File: config.mk
export PLATFORM = sky130hd
export DESIGN_NAME = ctrl_top
export DESIGN_NICKNAME = d
export VERILOG_FILES = /design/src/logic/ctrl_pkg.sv /design/src/logic/axil_reg_decode.sv /design/src/logic/ctrl_top.sv /design/src/logic/spi_result_collect.sv /design/src/logic/spi_shift_engine.sv /design/src/logic/sync_fifo.sv
export SDC_FILE = /design/constraint.sdc
export NUM_CORES = 1
export LEC_CHECK = 0
export BUFFER_PORTS_ARGS = -buffer_cell sky130_fd_sc_hd__buf_2
export CAP_MARGIN = 20
export CORE_ASPECT_RATIO = 0.5
export CORE_MARGIN = 2
export CORE_UTILIZATION = 30
export CTS_CLUSTER_SIZE = 28
export DETAILED_ROUTE_END_ITERATION = 8
export PLACE_DENSITY_LB_ADDON = 0.12
export SYNTH_ARGS = -nofsm -noshare
export SYNTH_HDL_FRONTEND = slang
export SYNTH_HIERARCHICAL = 1
export SYNTH_SLANG_ARGS = --single-unit
File: constraint.sdc
create_clock -name clk_i -period 4.7 [get_ports clk_i]
set_clock_uncertainty 0.1 [all_clocks]
set_input_delay 0.235 -clock clk_i [delete_from_list [all_inputs] [get_ports clk_i]]
set_output_delay 0.235 -clock clk_i [all_outputs]
set_load 0.02 [all_outputs]
File: src/logic/ctrl_pkg.sv
// Register map and bus/SPI payload types for the AXI-Lite to SPI bridge.
// Bus fields are fixed at 32 bits. spi_cmd_t carries a 1-bit cs_sel, so at most two slaves.
package ctrl_pkg;

    localparam logic [31:0] REG_CTRL   = 32'h0;  // clk_div in bits 7:0.
    localparam logic [31:0] REG_TXDATA = 32'h4;  // push one spi command.
    localparam logic [31:0] REG_RXDATA = 32'h8;  // pop one received byte.
    localparam logic [31:0] REG_STATUS = 32'hC;

    localparam logic [1:0] RESP_OKAY   = 2'd0;
    localparam logic [1:0] RESP_SLVERR = 2'd2;

    typedef struct packed {
        logic        awvalid;
        logic [31:0] awaddr;
        logic        wvalid;
        logic [31:0] wdata;
        logic [3:0]  wstrb;
        logic        bready;
        logic        arvalid;
        logic [31:0] araddr;
        logic        rready;
    } axil_req_t;

    typedef struct packed {
        logic        awready;
        logic        wready;
        logic        bvalid;
        logic [1:0]  bresp;
        logic        arready;
        logic        rvalid;
        logic [31:0] rdata;
        logic [1:0]  rresp;
    } axil_rsp_t;

    // field order matches TXDATA bits 9:0.
    typedef struct packed {
        logic       cs_sel;
        logic       hold;
        logic [7:0] data;
    } spi_cmd_t;

    typedef struct packed {
        logic [7:0] clk_div;  // half-period is clk_div+1 cycles.
    } spi_ctrl_t;

    typedef struct packed {
        logic [7:0] data;
    } spi_rx_t;

endpackage

File: src/logic/axil_reg_decode.sv
// AXI-Lite slave for the SPI bridge registers. One outstanding write and one read.
// wstrb is ignored. AXIL_DATA_WIDTH must be 32 and AXIL_ADDR_WIDTH at least 4.
`timescale 1ns/1ps

module axil_reg_decode #(
    parameter int AXIL_ADDR_WIDTH = 32,
    parameter int AXIL_DATA_WIDTH = 32
) (
    input  logic                  clk_i,
    input  logic                  rst_n_i,
    input  ctrl_pkg::axil_req_t   axil_req_i,
    output ctrl_pkg::axil_rsp_t   axil_rsp_o,
    output logic                  cmd_push_o,
    output ctrl_pkg::spi_cmd_t    cmd_data_o,
    input  logic                  cmd_full_i,
    output ctrl_pkg::spi_ctrl_t   spi_ctrl_o,
    output logic                  rx_pop_o,
    input  ctrl_pkg::spi_rx_t     rx_data_i,
    input  logic                  rx_empty_i,
    input  logic [7:0]            rx_count_i,
    input  logic [15:0]           xfer_count_i,
    input  logic                  overflow_i,
    output logic                  ovf_clear_o,
    input  logic                  busy_i
);

    import ctrl_pkg::*;

    logic [AXIL_ADDR_WIDTH-1:0] wr_addr;
    logic [AXIL_ADDR_WIDTH-1:0] rd_addr;
    logic                       wr_fire;
    logic                       rd_fire;
    logic                       wr_is_ctrl, wr_is_tx, wr_is_rx, wr_is_status;
    logic                       rd_is_ctrl, rd_is_tx, rd_is_rx, rd_is_status;
    logic                       wr_err;
    logic                       rd_err;
    logic [AXIL_DATA_WIDTH-1:0] rd_word;

    logic                       bvalid_q;
    logic [1:0]                 bresp_q;
    logic                       rvalid_q;
    logic [1:0]                 rresp_q;
    logic [AXIL_DATA_WIDTH-1:0] rdata_q;
    spi_ctrl_t                  ctrl_q;

    assign wr_addr = axil_req_i.awaddr[AXIL_ADDR_WIDTH-1:0];
    assign rd_addr = axil_req_i.araddr[AXIL_ADDR_WIDTH-1:0];

    // address and data must arrive together.
    assign wr_fire = axil_req_i.awvalid & axil_req_i.wvalid & ~bvalid_q;
    assign rd_fire = axil_req_i.arvalid & ~rvalid_q;

    assign wr_is_ctrl   = (wr_addr == AXIL_ADDR_WIDTH'(REG_CTRL));
    assign wr_is_tx     = (wr_addr == AXIL_ADDR_WIDTH'(REG_TXDATA));
    assign wr_is_rx     = (wr_addr == AXIL_ADDR_WIDTH'(REG_RXDATA));
    assign wr_is_status = (wr_addr == AXIL_ADDR_WIDTH'(REG_STATUS));
    assign rd_is_ctrl   = (rd_addr == AXIL_ADDR_WIDTH'(REG_CTRL));
    assign rd_is_tx     = (rd_addr == AXIL_ADDR_WIDTH'(REG_TXDATA));
    assign rd_is_rx     = (rd_addr == AXIL_ADDR_WIDTH'(REG_RXDATA));
    assign rd_is_status = (rd_addr == AXIL_ADDR_WIDTH'(REG_STATUS));

    assign wr_err = ~(wr_is_ctrl | wr_is_tx | wr_is_rx | wr_is_status)
                  | (wr_is_tx & cmd_full_i);  // full fifo drops the byte.
    assign rd_err = ~(rd_is_ctrl | rd_is_tx | rd_is_rx | rd_is_status);

    assign cmd_push_o  = wr_fire & wr_is_tx & ~cmd_full_i;
    assign cmd_data_o  = spi_cmd_t'(axil_req_i.wdata[9:0]);
    assign ovf_clear_o = wr_fire & wr_is_status & axil_req_i.wdata[2];
    assign rx_pop_o    = rd_fire & rd_is_rx & ~rx_empty_i;
    assign spi_ctrl_o  = ctrl_q;

    always_comb begin
        rd_word = '0;
        if (rd_is_ctrl) begin
            rd_word = AXIL_DATA_WIDTH'(ctrl_q.clk_div);
        end else if (rd_is_rx && !rx_empty_i) begin
            rd_word = AXIL_DATA_WIDTH'({1'b1, rx_data_i.data});  // bit 8 marks valid.
        end else if (rd_is_status) begin
            rd_word = AXIL_DATA_WIDTH'({xfer_count_i, rx_count_i, 5'b0,
                                        overflow_i, cmd_full_i, busy_i});
        end
    end

    always_ff @(posedge clk_i) begin
        if (!rst_n_i) begin
            ctrl_q <= '0;
        end else if (wr_fire && wr_is_ctrl) begin
            ctrl_q.clk_div <= axil_req_i.wdata[7:0];
        end
    end

    always_ff @(posedge clk_i) begin
        if (!rst_n_i) begin
            bvalid_q <= 1'b0;
            bresp_q  <= RESP_OKAY;
        end else if (wr_fire) begin
            bvalid_q <= 1'b1;
            bresp_q  <= wr_err ? RESP_SLVERR : RESP_OKAY;
        end else if (axil_req_i.bready) begin
            bvalid_q <= 1'b0;
        end
    end

    always_ff @(posedge clk_i) begin
        if (!rst_n_i) begin
            rvalid_q <= 1'b0;
            rresp_q  <= RESP_OKAY;
        end else if (rd_fire) begin
            rvalid_q <= 1'b1;
            rresp_q  <= rd_err ? RESP_SLVERR : RESP_OKAY;
        end else if (axil_req_i.rready) begin
            rvalid_q <= 1'b0;
        end
    end

    always_ff @(posedge clk_i) begin
        if (rd_fire) begin
            rdata_q <= rd_word;
        end
    end

    assign axil_rsp_o.awready = ~bvalid_q;
    assign axil_rsp_o.wready  = ~bvalid_q;
    assign axil_rsp_o.bvalid  = bvalid_q;
    assign axil_rsp_o.bresp   = bresp_q;
    assign axil_rsp_o.arready = ~rvalid_q;
    assign axil_rsp_o.rvalid  = rvalid_q;
    assign axil_rsp_o.rdata   = rdata_q;
    assign axil_rsp_o.rresp   = rresp_q;

    // a write response is held with a stable code until the master takes it.
    a_bvalid_hold: assert property (@(posedge clk_i) disable iff (!rst_n_i)
        bvalid_q && !axil_req_i.bready |=> bvalid_q && $stable(bresp_q));

endmodule

File: src/logic/ctrl_top.sv
// AXI-Lite controlled SPI master: register decode, command FIFO, shift engine, receive side.
// Single clock domain; rst_n_i is synchronous to clk_i.
`timescale 1ns/1ps

module ctrl_top #(
    parameter int FIFO_DEPTH      = 16,
    parameter int AXIL_ADDR_WIDTH = 32,
    parameter int AXIL_DATA_WIDTH = 32,
    parameter int SPI_CS_WIDTH    = 1
) (
    input  logic                     clk_i,
    input  logic                     rst_n_i,
    input  ctrl_pkg::axil_req_t      axil_req_i,
    output ctrl_pkg::axil_rsp_t      axil_rsp_o,
    output logic                     spi_clk_o,
    output logic                     spi_mosi_o,
    input  logic                     spi_miso_i,
    output logic [SPI_CS_WIDTH-1:0]  spi_cs_n_o
);

    import ctrl_pkg::*;

    logic                        cmd_push, cmd_pop, cmd_full, cmd_empty;
    spi_cmd_t                    cmd_wr, cmd_rd;
    spi_ctrl_t                   spi_ctrl;
    logic                        busy, done;
    spi_rx_t                     rx_byte, rx_head;
    logic                        rx_pop, rx_empty, overflow, ovf_clear;
    logic [7:0]                  rx_count;
    logic [15:0]                 xfer_count;

    axil_reg_decode #(
        .AXIL_ADDR_WIDTH(AXIL_ADDR_WIDTH),
        .AXIL_DATA_WIDTH(AXIL_DATA_WIDTH)
    ) i_decode (
        .clk_i       (clk_i),
        .rst_n_i     (rst_n_i),
        .axil_req_i  (axil_req_i),
        .axil_rsp_o  (axil_rsp_o),
        .cmd_push_o  (cmd_push),
        .cmd_data_o  (cmd_wr),
        .cmd_full_i  (cmd_full),
        .spi_ctrl_o  (spi_ctrl),
        .rx_pop_o    (rx_pop),
        .rx_data_i   (rx_head),
        .rx_empty_i  (rx_empty),
        .rx_count_i  (rx_count),
        .xfer_count_i(xfer_count),
        .overflow_i  (overflow),
        .ovf_clear_o (ovf_clear),
        .busy_i      (busy)
    );

    sync_fifo #(
        .T    (spi_cmd_t),
        .DEPTH(FIFO_DEPTH)
    ) i_cmd_fifo (
        .clk_i  (clk_i),
        .rst_n_i(rst_n_i),
        .push_i (cmd_push),
        .data_i (cmd_wr),
        .pop_i  (cmd_pop),
        .data_o (cmd_rd),
        .empty_o(cmd_empty),
        .full_o (cmd_full),
        .count_o()
    );

    spi_shift_engine #(
        .SPI_CS_WIDTH(SPI_CS_WIDTH)
    ) i_execute (
        .clk_i      (clk_i),
        .rst_n_i    (rst_n_i),
        .cmd_i      (cmd_rd),
        .cmd_valid_i(~cmd_empty),
        .cmd_pop_o  (cmd_pop),
        .spi_ctrl_i (spi_ctrl),
        .busy_o     (busy),
        .done_o     (done),
        .rx_o       (rx_byte),
        .spi_clk_o  (spi_clk_o),
        .spi_mosi_o (spi_mosi_o),
        .spi_miso_i (spi_miso_i),
        .spi_cs_n_o (spi_cs_n_o)
    );

    spi_result_collect #(
        .FIFO_DEPTH(FIFO_DEPTH)
    ) i_result (
        .clk_i       (clk_i),
        .rst_n_i     (rst_n_i),
        .done_i      (done),
        .rx_i        (rx_byte),
        .pop_i       (rx_pop),
        .rx_data_o   (rx_head),
        .rx_empty_o  (rx_empty),
        .rx_count_o  (rx_count),
        .xfer_count_o(xfer_count),
        .overflow_o  (overflow),
        .ovf_clear_i (ovf_clear)
    );

endmodule

File: src/logic/spi_result_collect.sv
// Receive side. Bytes arriving on a full FIFO are dropped and set the sticky overflow.
// FIFO_DEPTH is limited to 128 so the fill count fits in 8 bits.
`timescale 1ns/1ps

module spi_result_collect #(
    parameter int FIFO_DEPTH = 16
) (
    input  logic               clk_i,
    input  logic               rst_n_i,
    input  logic               done_i,
    input  ctrl_pkg::spi_rx_t  rx_i,
    input  logic               pop_i,
    output ctrl_pkg::spi_rx_t  rx_data_o,
    output logic               rx_empty_o,
    output logic [7:0]         rx_count_o,
    output logic [15:0]        xfer_count_o,
    output logic               overflow_o,
    input  logic               ovf_clear_i
);

    import ctrl_pkg::*;

    logic                        rx_full;
    logic [$clog2(FIFO_DEPTH):0] fill;
    logic [15:0]                 xfer_q;
    logic                        ovf_q;

    sync_fifo #(
        .T    (spi_rx_t),
        .DEPTH(FIFO_DEPTH)
    ) i_rx_fifo (
        .clk_i  (clk_i),
        .rst_n_i(rst_n_i),
        .push_i (done_i & ~rx_full),
        .data_i (rx_i),
        .pop_i  (pop_i),
        .data_o (rx_data_o),
        .empty_o(rx_empty_o),
        .full_o (rx_full),
        .count_o(fill)
    );

    always_ff @(posedge clk_i) begin
        if (!rst_n_i) begin
            xfer_q <= '0;
            ovf_q  <= 1'b0;
        end else begin
            if (done_i) xfer_q <= xfer_q + 16'd1;  // wraps at 65536.
            if (done_i && rx_full) begin
                ovf_q <= 1'b1;  // a new drop wins over a clear.
            end else if (ovf_clear_i) begin
                ovf_q <= 1'b0;
            end
        end
    end

    assign rx_count_o   = 8'(fill);
    assign xfer_count_o = xfer_q;
    assign overflow_o   = ovf_q;

endmodule

File: src/logic/spi_shift_engine.sv
// SPI mode 0 byte engine, MSB first. A held byte keeps chip select low into the next one.
// SPI_CS_WIDTH is 1 or 2; with one slave cs_sel is ignored.
`timescale 1ns/1ps

module spi_shift_engine #(
    parameter int SPI_CS_WIDTH = 1
) (
    input  logic                     clk_i,
    input  logic                     rst_n_i,
    input  ctrl_pkg::spi_cmd_t       cmd_i,
    input  logic                     cmd_valid_i,
    output logic                     cmd_pop_o,
    input  ctrl_pkg::spi_ctrl_t      spi_ctrl_i,
    output logic                     busy_o,
    output logic                     done_o,
    output ctrl_pkg::spi_rx_t        rx_o,
    output logic                     spi_clk_o,
    output logic                     spi_mosi_o,
    input  logic                     spi_miso_i,
    output logic [SPI_CS_WIDTH-1:0]  spi_cs_n_o
);

    import ctrl_pkg::*;

    typedef enum logic [1:0] {
        ST_IDLE,
        ST_SETUP,
        ST_SHIFT,
        ST_RELEASE
    } state_e;

    state_e     state_q;
    logic [7:0] div_q;
    logic [7:0] div_lim_q;
    logic       sclk_q;
    logic [2:0] bit_q;
    logic       cs_active_q;
    logic       done_q;
    logic       tick;
    logic [7:0] tx_q;
    logic [7:0] rx_q;
    logic       hold_q;
    logic       sel_q;

    assign tick      = (div_q == div_lim_q);  // one half-period elapsed.
    assign cmd_pop_o = (state_q == ST_IDLE) && cmd_valid_i;

    always_ff @(posedge clk_i) begin
        if (!rst_n_i) begin
            state_q     <= ST_IDLE;
            div_q       <= '0;
            sclk_q      <= 1'b0;
            bit_q       <= '0;
            cs_active_q <= 1'b0;
            done_q      <= 1'b0;
        end else begin
            done_q <= 1'b0;
            div_q  <= tick ? 8'd0 : div_q + 8'd1;
            case (state_q)
                ST_IDLE: begin
                    if (cmd_valid_i) begin
                        cs_active_q <= 1'b1;  // falls during setup.
                        state_q     <= ST_SETUP;
                    end
                end
                ST_SETUP: begin
                    div_q   <= '0;
                    bit_q   <= '0;
                    state_q <= ST_SHIFT;
                end
                ST_SHIFT: begin
                    if (tick) begin
                        sclk_q <= ~sclk_q;
                        if (sclk_q) begin
                            bit_q <= bit_q + 3'd1;
                            if (bit_q == 3'd7) begin
                                done_q  <= 1'b1;
                                state_q <= hold_q ? ST_IDLE : ST_RELEASE;
                            end
                        end
                    end
                end
                ST_RELEASE: begin
                    if (tick) begin
                        cs_active_q <= 1'b0;
                        state_q     <= ST_IDLE;
                    end
                end
                default: state_q <= ST_IDLE;
            endcase
        end
    end

    // shift registers and latched command fields.
    always_ff @(posedge clk_i) begin
        if (cmd_pop_o) begin
            tx_q      <= cmd_i.data;
            hold_q    <= cmd_i.hold;
            sel_q     <= cmd_i.cs_sel;
            div_lim_q <= spi_ctrl_i.clk_div;
        end else if (state_q == ST_SHIFT && tick) begin
            if (!sclk_q) begin
                rx_q <= {rx_q[6:0], spi_miso_i};  // sample on rising sclk.
            end else begin
                tx_q <= {tx_q[6:0], 1'b0};  // next bit on falling sclk.
            end
        end
    end

    always_comb begin
        for (int i = 0; i < SPI_CS_WIDTH; i++) begin
            spi_cs_n_o[i] = ~(cs_active_q && ((SPI_CS_WIDTH > 1) ? (int'(sel_q) == i) : 1'b1));
        end
    end

    assign spi_clk_o  = sclk_q;
    assign spi_mosi_o = tx_q[7];
    assign busy_o     = (state_q != ST_IDLE);
    assign done_o     = done_q;
    assign rx_o.data  = rx_q;

    a_cs_onehot: assert property (@(posedge clk_i) disable iff (!rst_n_i)
        $onehot0(~spi_cs_n_o));

endmodule

File: src/logic/sync_fifo.sv
// Single-clock FIFO with show-ahead read data. DEPTH must be a power of two, at least 2.
// Callers must not push when full or pop when empty.
`timescale 1ns/1ps

module sync_fifo #(
    parameter type T     = logic [7:0],
    parameter int  DEPTH = 16
) (
    input  logic                     clk_i,
    input  logic                     rst_n_i,
    input  logic                     push_i,
    input  T                         data_i,
    input  logic                     pop_i,
    output T                         data_o,
    output logic                     empty_o,
    output logic                     full_o,
    output logic [$clog2(DEPTH):0]   count_o
);

    localparam int AW = $clog2(DEPTH);

    T              mem [DEPTH];
    logic [AW-1:0] wr_ptr_q;
    logic [AW-1:0] rd_ptr_q;
    logic [AW:0]   count_q;
    logic          do_push;
    logic          do_pop;

    assign do_push = push_i & ~full_o;
    assign do_pop  = pop_i & ~empty_o;

    always_ff @(posedge clk_i) begin
        if (do_push) begin
            mem[wr_ptr_q] <= data_i;
        end
    end

    always_ff @(posedge clk_i) begin
        if (!rst_n_i) begin
            wr_ptr_q <= '0;
            rd_ptr_q <= '0;
            count_q  <= '0;
        end else begin
            if (do_push) wr_ptr_q <= wr_ptr_q + 1'b1;  // wraps at DEPTH.
            if (do_pop)  rd_ptr_q <= rd_ptr_q + 1'b1;
            count_q <= count_q + (AW+1)'(do_push) - (AW+1)'(do_pop);
        end
    end

    assign data_o  = mem[rd_ptr_q];
    assign empty_o = (count_q == '0);
    assign full_o  = (count_q == (AW+1)'(DEPTH));
    assign count_o = count_q;

    a_no_push_full: assert property (@(posedge clk_i) disable iff (!rst_n_i)
        push_i |-> !full_o);
    a_no_pop_empty: assert property (@(posedge clk_i) disable iff (!rst_n_i)
        pop_i |-> !empty_o);

endmodule
==> flow_summary_export.csv <==
group,metric,value,unit
clock_tree,cts.root.buffer_cell,"clkbuf_16",
logic_synthesis,synth_cells,1051,
logic_synthesis,synth_area,16910,µm²
worst_setup_path,end_kind,"flip-flop",
detailed_routing,routedWlPerCell,19.69,µm
power_and_ir_drop,p_leak,6.716,nW
worst_setup_path,cp_top_family,"simple AND/OR/NAND/NOR gates",
cells_and_area,diodes,0,
worst_setup_path,crit_top_cell,"inv_1",
clock_tree,cts_buffer_depth,3,
worst_setup_path,worstSetupStartpoint,"i_result/i_rx_fifo/count_o[3]$_SDFF_PN0_",
clock_tree,cts_buffers,41,
sta,max_freq,250.9,MHz
sta,hold_ws,0.02255,ns
run_status,outcome,"finished clean",
min_path,hold_start,"axil_req_i[45]",
worst_setup_path,critPathSlowestCell,"nor2b_1",
sta,hold_violations,0,
worst_setup_path,cp_data_required_time,5.04,ns
sta,layout_min_cycle_time,3.986,ns
floorplan,core-area,55640,µm²
worst_setup_path,critPathKind,"reg -> reg",
grt,antenna_found_initial,0,
cells_and_area,finalNetCount,1323,
clock_tree,clock_latency,0.55,ns
worst_setup_path,cp_num_buf_inv,4,
worst_setup_path,start_kind,"flip-flop",
cells_and_area,synthToLayoutAreaGrowth,16.18,%
power_and_ir_drop,powerDensity,436.3,nW/µm²
clock_tree,clock-sinks,408,
sta,final-max-slew-violation-count,0,
worst_setup_path,rr_startpoint,"i_result/i_rx_fifo/count_o[3]$_SDFF_PN0_",
placed_design,port_buffers,122,
cells_and_area,fillers,5308,
detailed_routing,drc,0,
sta,grt_setup_unrepaired,"false",
detailed_routing,finalWirelength,38.89,mm
grt,track_usage,13.32,%
cells_and_area,drive_gt1_share,24.77,%
floorplan,start_util,30.39,%
logic_synthesis,yosysWarningCount,6,
floorplan,die_width,339.7,µm
grt,grt_max_degree,43,
detailed_routing,drt_iter0_drc,574,
sta,max_slew_margin,35.47,%
grt,grt_pass1_wl,58.08,mm
clock_tree,cts-htree-levels,2,
job,cap_violations,0,
detailed_routing,final_antenna_net_count,0,
clock_tree,cts_tree,"done",
detailed_routing,via_count,9079,
floorplan,die-area,58380,µm²
clock_tree,clkTransAtPathRegs,0.07,ns
sta,finalCritPeriodShare,84.81,%
floorplan,ios,152,
floorplan,die_h,171.9,µm
worst_setup_path,max_stage_delay,0.50,ns
floorplan,rows,61,
logic_synthesis,syn_area_per_cell,16.09,µm²
placed_design,place_hpwl,25.43,mm
sta,worst_pin_slew,0.9644,ns
placed_design,gp_congestion,0.7677,
power_and_ir_drop,vdd_drop_max,0.2418,mV
worst_setup_path,cp.arrival,4.32,ns
grt,grt_overflow,0,
clock_tree,post_cts_buffers,0,
sta,setup_tns,0,ns
worst_setup_path,worstPathCellList,"inv_1, ha_1, or4b_4, inv_1, nor2b_1, nand2_1, nor3_1, nand2_1, inv_1, ha_1, inv_1, ha_1, fa_1, a21oi_1, nor2_1, or3_1, and3_1",
min_path,hold_class,"in -> reg",
detailed_routing,dr.pass1.iters,5,
worst_setup_path,worstPathMaxFanout,9,
detailed_routing,routed_via_density,4.597,
grt,grt_pass1_vias,9601,
sta,setup-violations-final,0,
==> worst register-to-register path, cell delays in order (launching register included) <==
cell	delay, ns
dfxtp_1	0.35
inv_1	0.07
ha_1	0.19
or4b_4	0.24
inv_1	0.06
nor2b_1	0.50
nand2_1	0.13
nor3_1	0.39
nand2_1	0.19
inv_1	0.13
ha_1	0.12
inv_1	0.04
ha_1	0.20
fa_1	0.43
a21oi_1	0.15
nor2_1	0.06
or3_1	0.33
and3_1	0.17
==> flip-flops by register name (all words and copies together), names as in the netlist, 2 cells and up, named ones only <==
name	count
i_cmd_fifo/wr_ptr_q	4
i_decode/spi_ctrl_o	8
i_execute/div_q	8
i_result/i_rx_fifo/count_o	5
i_cmd_fifo/count_o	5
i_result/i_rx_fifo/wr_ptr_q	4
i_execute/state_q	2
i_result/xfer_count_o	16
i_result/i_rx_fifo/mem	128
i_execute/div_lim_q	8
i_cmd_fifo/mem	144
i_execute/tx_q	8
i_execute/bit_q	3
i_decode/rdata_q	32
i_execute/rx_o	8
i_cmd_fifo/rd_ptr_q	4
i_result/i_rx_fifo/rd_ptr_q	4
==> repair_timing <==
| action | in CTS | in global routing |
|---|---|---|
| gates resized for setup | 0 | 0 |
| hold buffers | 5 | 0 |
| hold endpoints to repair | 19 | 0 |
==> through the flow <==
step	power, mW	std cells	util, %	area (µm²)	worst slack, ns
finish	8.570	1975	35.30	19640	0.7140
global placement	5.475	1893	32.85	18280	0.7363
floorplan	5.172	1054	-	16920	0.5114
global route	8.980	1975	35.30	19640	0.3528
detailed placement	5.502	1893	32.85	18280	0.6936
CTS	8.732	1973	35.27	19620	0.7180
==> final timing paths <==
kind	slack, ns	end	depth (start not counted)
worst max-delay path	0.71	i_result/i_rx_fifo/count_o[4]$_SDFF_PN0_	17
worst min-delay path	0.02	i_cmd_fifo/mem[14][6]$_DFFE_PP_	1
worst max register to register	0.71	i_result/i_rx_fifo/count_o[4]$_SDFF_PN0_	17
worst min register to register	0.37	i_execute/bit_q[1]$_SDFFE_PN0P_	2
==> metal layers <==
metal,up-vias,global-route usage [%],part of all wire (%)
li1,4280,-,-
met1,4649,16.67,43
met2,108,24.32,52
met3,42,2.309,3.4
met4,0,2.751,1.4
met5,-,0,0
==> cells in the final DEF, fill, tap and decap left out, types with 5 or more instances in the layout <==
cell type      instances
clkbuf_1               6
nor4_1                19
edfxtp_1             329
and2_1                43
dlygate4sd3_1          5
buf_4                 21
conb_1                 5
nor2_1                37
mux2_2                 5
xnor2_2                5
nor3b_1                5
nand2b_1              12
xnor2_1               19
mux2i_1               18
a21oi_1               18
nand3_1               22
and3_1                 8
a22oi_1               34
clkinv_2               5
inv_1                 37
buf_2                122
and2_2                22
xor2_1                18
clkinv_1              10
clkbuf_16             41
nand4_1               15
dfxtp_1               76
nor3_1                15
ha_1                  26
nor2b_1               14
mux4_1                24
mux4_2                44
nand2_1               61
==> final cells by class <==
type	instances	area, µm²	area share, %
Clock buffer	51	1104	5.619
Clock inverter	24	192.7	0.9810
Inverter	37	138.9	0.7071
Multi-Input combinational cell	550	4966	25.28
Sequential cell	408	11460	58.37
Tap cell	756	945.9	4.816
Timing Repair Buffer	149	829.5	4.223
==> where the power goes <==
| part | internal, mW | switching [mW] | total, mW | leakage, nW |
|---|---|---|---|---|
| Sequential | 4.09 | 0.145 | 4.23 | 3.65 |
| Combinational | 0.545 | 0.621 | 1.17 | 2.43 |
| Clock | 1.79 | 1.39 | 3.17 | 0.636 |
| Total | 6.42 | 2.15 | 8.57 | 6.72 |
No activity file was read; power rests on OpenSTA's default activity.
